### src/log_pkg.sv
`default_nettype none

package log_pkg;

  ////////////////////
  // Widths
  ////////////////////

  // Input sample width
  localparam int SAMPLE_W = 16;
  // Sum of squares over one window
  localparam int ENERGY_W = 64;

  // Log result in 6.4 fixed point
  localparam int LOG_INT_W  = 6;
  localparam int LOG_FRAC_W = 4;
  localparam int LOG_W      = LOG_INT_W + LOG_FRAC_W;

  // Fraction table geometry
  localparam int LUT_IDX_W = 5;
  localparam int LUT_DEPTH = 1 << LUT_IDX_W;

  ////////////////////
  // Payload types
  ////////////////////

  typedef logic signed [SAMPLE_W-1:0] sample_t;
  typedef logic [LOG_W-1:0] log_t;

  ////////////////////
  // Fraction table
  ////////////////////

  // Round(16 * log2(1 + i/32)) indexed by the bits below the leading one
  // Entry 28 held at 14 to keep the curve smooth
  localparam logic [LOG_FRAC_W-1:0] LOG_FRAC_LUT [LUT_DEPTH] = '{
    4'd0,  4'd1,  4'd1,  4'd2,  4'd3,  4'd3,  4'd4,  4'd5,
    4'd5,  4'd6,  4'd6,  4'd7,  4'd7,  4'd8,  4'd8,  4'd9,
    4'd9,  4'd10, 4'd10, 4'd11, 4'd11, 4'd12, 4'd12, 4'd13,
    4'd13, 4'd13, 4'd14, 4'd14, 4'd14, 4'd15, 4'd15, 4'd15
  };

endpackage

`default_nettype wire

### src/credit_fifo.sv
`timescale 1ns/10ps
`default_nettype none

module credit_fifo #(
  parameter type payload_t    = logic,
  parameter int  DEPTH        = 8,
  parameter int  SPACE_MARGIN = 1
) (
  input  logic     clk,
  input  logic     rst,

  // Write side
  input  logic     in_valid,
  input  payload_t in_data,

  // Read side
  input  logic     pop,
  output logic     out_valid,
  output payload_t out_data,

  // Flow control
  output logic     credit_ret,
  output logic     space
);

  localparam int PTR_W = (DEPTH > 1) ? $clog2(DEPTH) : 1;
  localparam int CNT_W = $clog2(DEPTH + 1);

  // Entry storage
  payload_t mem [DEPTH];

  logic [PTR_W-1:0] wr_ptr;
  logic [PTR_W-1:0] rd_ptr;
  logic [CNT_W-1:0] count;
  logic             full;
  logic             do_push;
  logic             do_pop;

  ////////////////////
  // Status
  ////////////////////

  assign full      = (count == CNT_W'(DEPTH));
  assign out_valid = (count != '0);
  assign out_data  = mem[rd_ptr];

  // High while at least SPACE_MARGIN slots are free
  assign space = (CNT_W'(DEPTH) - count) >= CNT_W'(SPACE_MARGIN);

  // Only legal transfers move pointers
  assign do_push = in_valid && !full;
  assign do_pop  = pop && out_valid;

  ////////////////////
  // Pointers and count
  ////////////////////

  always_ff @(posedge clk) begin
    if (rst) begin
      wr_ptr     <= '0;
      rd_ptr     <= '0;
      count      <= '0;
      credit_ret <= 1'b0;
    end else begin
      // One credit back per entry leaving
      credit_ret <= do_pop;
      if (do_push) begin
        wr_ptr <= (wr_ptr == PTR_W'(DEPTH - 1)) ? '0 : wr_ptr + 1'b1;
      end
      if (do_pop) begin
        rd_ptr <= (rd_ptr == PTR_W'(DEPTH - 1)) ? '0 : rd_ptr + 1'b1;
      end
      case ({do_push, do_pop})
        2'b10:   count <= count + 1'b1;
        2'b01:   count <= count - 1'b1;
        default: count <= count;
      endcase
    end
  end

  // Write port
  always_ff @(posedge clk) begin
    if (do_push) begin
      mem[wr_ptr] <= in_data;
    end
  end

endmodule

`default_nettype wire

### src/credit_sender.sv
`timescale 1ns/10ps
`default_nettype none

module credit_sender #(
  parameter int OUT_CREDITS = 2
) (
  input  logic          clk,
  input  logic          rst,

  // Output FIFO side
  input  logic          fifo_valid,
  input  log_pkg::log_t fifo_data,
  output logic          fifo_pop,

  // Downstream side
  input  logic          out_credit,
  output logic          out_valid,
  output log_pkg::log_t out_log
);

  localparam int CR_W = $clog2(OUT_CREDITS + 1);

  // Credits currently held toward downstream
  logic [CR_W-1:0] credits;

  // Send only against a credit in hand
  assign fifo_pop = fifo_valid && (credits != '0);

  always_ff @(posedge clk) begin
    if (rst) begin
      credits   <= CR_W'(OUT_CREDITS);
      out_valid <= 1'b0;
    end else begin
      out_valid <= fifo_pop;
      // Spend and return may land in the same cycle
      case ({fifo_pop, out_credit})
        2'b10:   credits <= credits - 1'b1;
        2'b01:   credits <= credits + 1'b1;
        default: credits <= credits;
      endcase
    end
  end

  // Result register
  always_ff @(posedge clk) begin
    if (fifo_pop) begin
      out_log <= fifo_data;
    end
  end

endmodule

`default_nettype wire

### src/energy_accum.sv
`timescale 1ns/10ps
`default_nettype none

module energy_accum #(
  parameter int WINDOW = 4
) (
  input  logic                         clk,
  input  logic                         rst,
  input  logic                         advance,

  // Sample side
  input  logic                         sample_valid,
  input  log_pkg::sample_t             sample_data,
  output logic                         sample_pop,

  // Energy side
  output logic                         energy_valid,
  output logic [log_pkg::ENERGY_W-1:0] energy
);

  localparam int SQ_W  = 2 * log_pkg::SAMPLE_W;
  localparam int EN_W  = log_pkg::ENERGY_W;
  localparam int CNT_W = (WINDOW > 1) ? $clog2(WINDOW) : 1;

  logic signed [SQ_W-1:0] sq_next;
  logic [SQ_W-1:0]        sq_reg;
  logic                   sq_valid;
  logic                   sq_last;
  logic [CNT_W-1:0]       cnt;
  logic [EN_W-1:0]        sum;
  logic [EN_W-1:0]        sum_next;

  // Take a sample only when the whole chain moves
  assign sample_pop = sample_valid && advance;

  // Signed square is never negative
  assign sq_next = sample_data * sample_data;

  // Zero-extended square onto the running sum
  assign sum_next = sum + {{(EN_W - SQ_W){1'b0}}, sq_reg};

  ////////////////////
  // Square stage
  ////////////////////

  always_ff @(posedge clk) begin
    if (rst) begin
      sq_valid <= 1'b0;
      sq_last  <= 1'b0;
      cnt      <= '0;
    end else if (advance) begin
      sq_valid <= sample_pop;
      if (sample_pop) begin
        // Mark the closing sample of a window
        sq_last <= (cnt == CNT_W'(WINDOW - 1));
        cnt     <= (cnt == CNT_W'(WINDOW - 1)) ? '0 : cnt + 1'b1;
      end
    end
  end

  always_ff @(posedge clk) begin
    if (sample_pop) begin
      sq_reg <= sq_next;
    end
  end

  ////////////////////
  // Sum stage
  ////////////////////

  always_ff @(posedge clk) begin
    if (rst) begin
      sum          <= '0;
      energy_valid <= 1'b0;
    end else if (advance) begin
      // Held through a stall so log2_pipe sees it on its next step
      energy_valid <= sq_valid && sq_last;
      if (sq_valid) begin
        // Restart from zero after the last square of a window
        sum <= sq_last ? '0 : sum_next;
      end
    end
  end

  // Window total
  always_ff @(posedge clk) begin
    if (advance && sq_valid && sq_last) begin
      energy <= sum_next;
    end
  end

endmodule

`default_nettype wire

### src/log2_pipe.sv
`timescale 1ns/10ps
`default_nettype none

module log2_pipe (
  input  logic                         clk,
  input  logic                         rst,
  input  logic                         advance,

  // Energy in
  input  logic                         energy_valid,
  input  logic [log_pkg::ENERGY_W-1:0] energy,

  // Log out in 6.4 fixed point
  output logic                         log_valid,
  output log_pkg::log_t                log_value
);

  localparam int EN_W  = log_pkg::ENERGY_W;
  localparam int INT_W = log_pkg::LOG_INT_W;
  localparam int IDX_W = log_pkg::LUT_IDX_W;
  // Bits below the top plus zero fill for short values
  localparam int EXT_W = EN_W - 1 + IDX_W;

  // Stage 1 outputs
  logic             s1_valid;
  logic [INT_W-1:0] s1_pos;
  logic [EN_W-2:0]  s1_low;

  // Stage 2 outputs
  logic             s2_valid;
  logic [INT_W-1:0] s2_pos;
  logic [IDX_W-1:0] s2_idx;

  // Combinational helpers
  logic [INT_W-1:0] lead_pos;
  logic [EXT_W-1:0] ext;
  logic [EXT_W-1:0] shifted;
  logic [INT_W-1:0] shamt;

  ////////////////////
  // Priority encoder
  ////////////////////

  // Highest set bit wins
  // Bit 0 alone and zero both give 0
  always_comb begin
    lead_pos = '0;
    for (int i = 1; i < EN_W; i++) begin
      if (energy[i]) begin
        lead_pos = INT_W'(i);
      end
    end
  end

  always_ff @(posedge clk) begin
    if (rst) begin
      s1_valid <= 1'b0;
    end else if (advance) begin
      s1_valid <= energy_valid;
    end
  end

  always_ff @(posedge clk) begin
    if (advance) begin
      s1_pos <= lead_pos;
      // The top bit is never below a leading one
      s1_low <= energy[EN_W-2:0];
    end
  end

  ////////////////////
  // Barrel shifter
  ////////////////////

  // Zeros appended so bits under bit 0 read as zero
  assign ext = {s1_low, {IDX_W{1'b0}}};

  // Move the bit just under the leading one to the top
  assign shamt   = INT_W'(EN_W - 1) - s1_pos;
  assign shifted = ext << shamt;

  always_ff @(posedge clk) begin
    if (rst) begin
      s2_valid <= 1'b0;
    end else if (advance) begin
      s2_valid <= s1_valid;
    end
  end

  always_ff @(posedge clk) begin
    if (advance) begin
      s2_pos <= s1_pos;
      s2_idx <= shifted[EXT_W-1 -: IDX_W];
    end
  end

  ////////////////////
  // Fraction lookup
  ////////////////////

  // Output valid is a strobe
  // The FIFO push does not look at advance so a held valid would repeat
  always_ff @(posedge clk) begin
    if (rst) begin
      log_valid <= 1'b0;
    end else begin
      log_valid <= advance && s2_valid;
    end
  end

  // Integer part above the table fraction
  always_ff @(posedge clk) begin
    if (advance) begin
      log_value <= {s2_pos, log_pkg::LOG_FRAC_LUT[s2_idx]};
    end
  end

endmodule

`default_nettype wire

### src/log_meter_top.sv
`timescale 1ns/10ps
`default_nettype none

module log_meter_top #(
  parameter int WINDOW      = 4,
  parameter int IN_DEPTH    = 8,
  parameter int OUT_DEPTH   = 8,
  parameter int OUT_CREDITS = 2
) (
  input  logic             clk,
  input  logic             rst,

  // Upstream
  input  logic             in_valid,
  input  log_pkg::sample_t in_sample,
  output logic             in_credit,

  // Downstream
  output logic             out_valid,
  output log_pkg::log_t    out_log,
  input  logic             out_credit
);

  // Sample FIFO to accumulator
  logic                         sample_valid;
  log_pkg::sample_t             sample_data;
  logic                         sample_pop;

  // Accumulator to logarithm
  logic                         energy_valid;
  logic [log_pkg::ENERGY_W-1:0] energy;

  // Logarithm to result FIFO
  logic                         log_valid;
  log_pkg::log_t                log_value;

  // Result FIFO to sender
  logic                         res_valid;
  log_pkg::log_t                res_data;
  logic                         res_pop;

  // Shared stall for accumulator and pipeline
  logic                         advance;

  ////////////////////
  // Input side
  ////////////////////

  // Each pop returns one upstream credit
  credit_fifo #(
    .payload_t    (log_pkg::sample_t),
    .DEPTH        (IN_DEPTH),
    .SPACE_MARGIN (1)
  ) u_in_fifo (
    .clk        (clk),
    .rst        (rst),
    .in_valid   (in_valid),
    .in_data    (in_sample),
    .pop        (sample_pop),
    .out_valid  (sample_valid),
    .out_data   (sample_data),
    .credit_ret (in_credit),
    .space      ()
  );

  energy_accum #(
    .WINDOW (WINDOW)
  ) u_accum (
    .clk          (clk),
    .rst          (rst),
    .advance      (advance),
    .sample_valid (sample_valid),
    .sample_data  (sample_data),
    .sample_pop   (sample_pop),
    .energy_valid (energy_valid),
    .energy       (energy)
  );

  log2_pipe u_log2 (
    .clk          (clk),
    .rst          (rst),
    .advance      (advance),
    .energy_valid (energy_valid),
    .energy       (energy),
    .log_valid    (log_valid),
    .log_value    (log_value)
  );

  ////////////////////
  // Output side
  ////////////////////

  // Margin covers three pipe stages plus the pending window total
  credit_fifo #(
    .payload_t    (log_pkg::log_t),
    .DEPTH        (OUT_DEPTH),
    .SPACE_MARGIN (4)
  ) u_out_fifo (
    .clk        (clk),
    .rst        (rst),
    .in_valid   (log_valid),
    .in_data    (log_value),
    .pop        (res_pop),
    .out_valid  (res_valid),
    .out_data   (res_data),
    .credit_ret (),
    .space      (advance)
  );

  credit_sender #(
    .OUT_CREDITS (OUT_CREDITS)
  ) u_sender (
    .clk        (clk),
    .rst        (rst),
    .fifo_valid (res_valid),
    .fifo_data  (res_data),
    .fifo_pop   (res_pop),
    .out_credit (out_credit),
    .out_valid  (out_valid),
    .out_log    (out_log)
  );

endmodule

`default_nettype wire

### config.mk
export PLATFORM = sky130hd
export DESIGN_NAME = log_meter_top
export DESIGN_NICKNAME = d
export VERILOG_FILES = /design/src/log_pkg.sv /design/src/credit_fifo.sv /design/src/credit_sender.sv /design/src/energy_accum.sv /design/src/log2_pipe.sv /design/src/log_meter_top.sv
export SDC_FILE = /design/constraint.sdc
export NUM_CORES = 1
export LEC_CHECK = 0
export BUFFER_PORTS_ARGS = -buffer_cell sky130_fd_sc_hd__buf_2
export CORE_UTILIZATION = 50
export DETAILED_ROUTE_END_ITERATION = 8
export PLACE_DENSITY = 0.63
export SYNTH_ARGS = -nofsm -noshare
export SYNTH_HDL_FRONTEND = slang
export SYNTH_SLANG_ARGS = --single-unit
export TNS_END_PERCENT = 30
### constraint.sdc
create_clock -name clk -period 9.4 [get_ports clk]
set_input_delay 0.94 -clock clk [delete_from_list [all_inputs] [get_ports clk]]
set_output_delay 0.94 -clock clk [all_outputs]
set_load 0.005 [all_outputs]
==> impl_metrics.toml, run 1 <==
[run_status]
status = "complete, no violations"

[floorplanning]
die_h_um = 255
pin_count = 32
core_area_um2 = 63100
die-area_um2 = 64800
die_w_um = 255
start_util_pct = 50.5
rows = 92

[worst_setup_path]
crit_required_ns = 9.77
end_kind = "register"
critPathSlowestCell = "mux2i_1"
timing.critical_path.arrival_ns = 8.99
start_kind = "register"
crit_chain = "buf_4, mux4_2, mux2i_1, inv_1, nand2_1, inv_1, fa_1, inv_1, fa_1, inv_1, fa_1, inv_1, fa_1, fa_1, inv_1, fa_1, ha_1, and3_1, a221o_1, a21oi_1, a21oi_1, o41ai_2, or4b_1, o311ai_0"
cp_slowest_stage_delay_ns = 0.83
path_class = "reg -> reg"
critPathMaxFanout = 13

[synth]
synth_xor_area_share_pct = 2.83
synth_compound_area_share_pct = 7.40
ys_seq_area_share_pct = 44.2
avgSynthCellArea_um2 = 12.2
yosysMostFrequentCell = "edfxtp_1"
ys.flop_type = "edfxtp_1"
synth_top_family_by_area = "adder cells"
synth_top_area_share_pct = 38.0
synth_common_cells = "edfxtp_1, inv_1, fa_1"
synthAdderAreaFrac_pct = 20.5
async_flop_share_pct = 0
synth_simple_gate_area_share_pct = 9.59
synthMuxAreaShare_pct = 10.1
ys_ff_latch = 502
yosys-top-cells-area = "edfxtp_1, fa_1, mux4_2"
netlist_instances = 2608
synth_edf_count = 403
synth_cell_types = 76
yosys.area.top_type = "edfxtp_1"
syn_nets = 3006
yosysWarnings = 0
syn_area_um2 = 31900

[global_routing]
antenna_found_initial = 6
grtUsageTotal_pct = 21.7
grt_max_degree = 80
grt_overflow = 0
grt_pass1_vias = 20500
grt_pass1_wl_um = 110000

[timing]
setup_viol = 0
final.setup.tns_ns = 0
fin_crit_sh_pct = 91.7
maxSlewHeadroom_pct = 18.7
finalHoldViolCount = 0
tightest_slew_ns = 1.21
slew_viol_final = 0
period_needed_ns = 8.62
fin_skew_ns = 0.0534
rsz0062_at_grt = "no"
max_freq_mhz = 116

[cts]
cts.clk_slew.worst_paths_ns = 0.06
cts_setup_buffers = 0
clk_path_buf_depth = 3
clkSinkCount = 502
h-tree-depth = 2
cts_root_buf = "clkbuf_16"
cts_tree = "built"
cts_hold_buf = 0
clock_latency_ns = 0.62
cts_made_buffers = 52
post_cts_resized = 0

[drt]
drt_iter0_markers = 1427
wl_per_cell_um = 19.2
num_vias = 19900
drcViolationCount = 0
dr.pass1.iters = 8
totalWireLength_um = 67900
antenna_left = 0
routed_via_density = 5.65

[layout]
drive_gt1_share_pct = 12.3
largest_reg_flops = 128
nets = 3037
n_antenna_cell = 0
largest_register = "u_in_fifo.mem"
area_growth_syn_to_layout_pct = 8.90
reg.largest.list = "u_in_fifo.mem x128, u_out_fifo.mem x80"
fillers = 5361

[placed_design]
routabilityCongestion = 0.924
portBuffers = 31
hpwl_um = 50100

[worst_hold_path]
hp-class = "reg -> reg"

[run]
cap_violations = 0
[cell type report]
| cell class | instances | area, um2 | share of cell area (%) |
|---|---|---|---|
| repair buffers | 75 | 488 | 1.41 |
| clock buffers | 78 | 1470 | 4.23 |
| flip-flops and latches | 502 | 14100 | 40.6 |
| well taps | 846 | 1060 | 3.05 |
| multi-input cells | 1656 | 16100 | 46.5 |
| inverters | 352 | 1320 | 3.81 |
| clock inverters | 18 | 170 | 0.490 |
[layout by cell type (no fill, tap or decap), types with 56 or more instances in the layout]
| cell | count |
|---|---|
| a21oi_1 | 106 |
| dfxtp_1 | 98 |
| edfxtp_1 | 403 |
| fa_1 | 241 |
| ha_1 | 137 |
| inv_1 | 346 |
| mux4_2 | 116 |
| nand2_1 | 159 |
| nand3_1 | 56 |
| nor2_1 | 201 |
| o21ai_0 | 65 |
| xnor2_1 | 71 |
[kinds of logic (layout without fill, tap and decap cells)]
group / after synthesis / after routing
AND/OR/NAND/NOR: 640 / 640
flip-flops: 502 / 502
buffers and inverters: 450 / 523
adder cells (fa/ha/maj): 378 / 378
AO/OA/AOI/OAI: 361 / 361
multiplexers: 174 / 174
XOR/XNOR: 103 / 103
[path summary, 6_finish.rpt]
path	start	to	slack, ns	cells past startpoint
worst min register to register	u_log2.s1_valid$_SDFFE_PP0N_	u_log2.s2_valid$_SDFFE_PP0N_	0.41	2
worst max-delay path	register	u_accum.sq_reg[24]$_DFFE_PP_	0.78	24
worst max register to register	register	u_accum.sq_reg[24]$_DFFE_PP_	0.78	24
worst min-delay path	u_log2.s1_valid$_SDFFE_PP0N_	u_log2.s2_valid$_SDFFE_PP0N_	0.41	2
[stage by stage]
stage               setup slack (ns)  cell area (um2)  util (%)  cells  hold slack (ns)
floorplan                       1.25            31900         -   2608            0.400
global placement                1.02            33100      52.4   3431            0.407
detailed placement             0.933            33100      52.4   3431            0.405
CTS                            0.838            34700      55.0   3527            0.407
global route                   0.413            34700      55.0   3527            0.421
finish                         0.776            34700      55.0   3527            0.414
[critical path, delay by kind of cell, from the launching register on]
kind	cells	cell delay, ns
compound gates	5	1.44
fa+ha+maj	7	2.91
simple gates	3	0.93
flops	1	0.61
mux	2	1.36
buf+inv	7	1.12
[metal layers]
layer	routed length (um)	share of wire (%)	vias up	GRT usage, %
met5	34	0.050	-	0
met2	33400	49	502	36.5
li1	-	-	9295	-
met3	2990	4.4	109	2.74
met4	1770	2.6	6	6.04
met1	29700	44	10000	29.7
Power of run 1 is left out: the tool's default activity adds up to more than one toggle a clock period on the data nets, which glitch-free logic cannot reach.
==> inputs of run 2 (changes only) <==
- CELL_PAD_IN_SITES_DETAIL_PLACEMENT: default -> 2
- CELL_PAD_IN_SITES_GLOBAL_PLACEMENT: default -> 2
- CORE_UTILIZATION: 50 -> 46
- PLACE_DENSITY: 0.63 -> 0.8
==> run 2 against run 1 <==
Die area is 8.6% higher. First-iteration DRC count fell by 21%. Fmax shrank 2.8%. Critical path depth fell by 2. Global-route usage rose by 5.4 points. Flip-flop and latch count unchanged. Worst setup slack got worse by 0.25 ns. Final area rose by 0.79%. Utilization shrank 4.0 points. Final cell count increased by 2.5%. Sequential share of layout area is 0.32 points lower. Critical path type unchanged. Critical endpoint unchanged. Largest cell class unchanged.
==> impl_metrics.toml, run 2 (synthesis gave the netlist of run 1 again) <==
[global_routing]
grt_max_degree = 86
grt_pass1_vias = 24300
grtUsageTotal_pct = 27.1
antenna_found_initial = 0
grt_pass1_wl_um = 146000
grt_overflow = 0

[timing]
rsz0062_at_grt = "no"
final.setup.tns_ns = 0
hold_slack_ns = 0.437
period_needed_ns = 8.87
setup_viol = 0
tightest_slew_ns = 1.25
postLayoutSetupSlackWorst_ns = 0.526
fin_skew_ns = 0.0620
max_freq_mhz = 113
maxSlewHeadroom_pct = 16.6
fin_crit_sh_pct = 94.4
slew_viol_final = 0
finalHoldViolCount = 0

[worst_setup_path]
crit_chain = "buf_12, mux4_2, mux2i_1, clkinv_1, nand2b_1, fa_1, fa_1, inv_1, fa_1, inv_1, fa_1, fa_1, inv_1, fa_1, ha_1, and3_1, a221o_1, a21oi_1, a21oi_1, o41ai_2, or4b_1, o311ai_0"
critPathSlowestCell = "mux2i_1"
path_class = "reg -> reg"
crit_required_ns = 9.82
end_kind = "register"
cp_slowest_stage_delay_ns = 0.64
path_common_cell = "fa_1"
rrSetupSlack_ns = 0.53
worst_r2r_endpoint = "u_accum.sq_reg[24]$_DFFE_PP_"
timing.critical_path.arrival_ns = 9.29
r2r_cells = 22
path_buf_inv = 5
critPathMaxFanout = 24
start_kind = "register"
crit_family = "adder cells"

[placed_design]
dp_slack_ns = 0.565
hpwl_um = 69000
portBuffers = 31
routabilityCongestion = 0.857

[layout]
drive_gt1_share_pct = 12.7
ff_latch_area_um2 = 14100
fillers = 6544
layout_commonest_cell = "edfxtp_1"
largest_register = "u_in_fifo.mem"
largest_reg_flops = 128
multi_input_area_um2 = 16100
area_growth_syn_to_layout_pct = 9.76
n_antenna_cell = 0
final_cell_mix = "edfxtp_1, inv_1, fa_1, nor2_1, nand2_1"
nets = 3036
reg.largest.list = "u_in_fifo.mem x128, u_out_fifo.mem x80"

[cts]
cts_root_buf = "clkbuf_16"
cts_hold_buf = 0
cts_made_buffers = 55
h-tree-depth = 2
clk_path_buf_depth = 3
cts_setup_buffers = 0
clock_latency_ns = 0.64
cts.clk_slew.worst_paths_ns = 0.06
post_cts_resized = 0
clkSinkCount = 502
cts_tree = "built"

[drt]
antenna_left = 0
drt_iter0_markers = 1128
num_vias = 21000
dr.pass1.iters = 5
totalWireLength_um = 92800
wl_per_cell_um = 25.7
routed_via_density = 5.80
drcViolationCount = 0

[floorplanning]
pin_count = 32
die_h_um = 265
start_util_pct = 46.5
die-area_um2 = 70400
die_w_um = 265
rows = 96
core_area_um2 = 68600

[worst_hold_path]
hp-class = "reg -> reg"
min_from = "u_log2.s2_pos[0]$_DFFE_PN_"
whs_endpoint = "u_log2.log_value[4]$_DFFE_PN_"
worstHoldPathCells = 0

[run_status]
status = "complete, no violations"

[run]
cap_violations = 0
## run 2: changes by cell type in the layout (fill, tap and decap cells not counted), moves of 3 or more
cell       before  now
buf_4          45   40
clkbuf_4        3    0
clkbuf_8        6    1
clkbuf_16      52   57
clkinv_2        3   10
clkbuf_1       17    9
## run 2: cell type report
type / count / area share (%)
clock inverter: 35 / 0.955
inverter: 352 / 3.78
timing repair buffer: 71 / 1.34
clock buffer: 67 / 4.21
tap: 931 / 3.33
multi-input combinational: 1656 / 46.1
sequential: 502 / 40.2
## run 2: per-stage QoR
| stage | instance area (um2) | util [%] | instances |
|---|---|---|---|
| finish | 35000 | 51.0 | 3614 |
| global placement | 33200 | 48.4 | 3512 |
| floorplan | 31900 | - | 2608 |
| detailed placement | 33200 | 48.4 | 3512 |
| global route | 35000 | 51.0 | 3614 |
| CTS | 35000 | 51.0 | 3614 |
## run 2: metal layers
layer  vias to the layer above  track usage, %  share of wire, %
met1                     11200            32.4                40
met2                       373            51.5                55
met4                         0            7.73               2.6
li1                       9280               -                 -
met5                         -               0                 0
met3                       143            2.49               2.6
## run 2: how the worst max path moves through the flow
stage | startpoint | end | cells past startpoint | slack [ns]
floorplan | register | u_accum.sq_reg[24]$_DFFE_PP_ | 25 | 1.25
global placement | register | u_accum.sq_reg[24]$_DFFE_PP_ | 22 | 1.11
detailed placement | register | u_accum.sq_reg[24]$_DFFE_PP_ | 21 | 0.57
CTS | register | u_accum.sq_reg[24]$_DFFE_PP_ | 22 | 0.45
global route | register | u_accum.sq_reg[24]$_DFFE_PP_ | 22 | 0.09
finish | register | u_accum.sq_reg[24]$_DFFE_PP_ | 22 | 0.53
Power of run 2 is left out for the same reason.
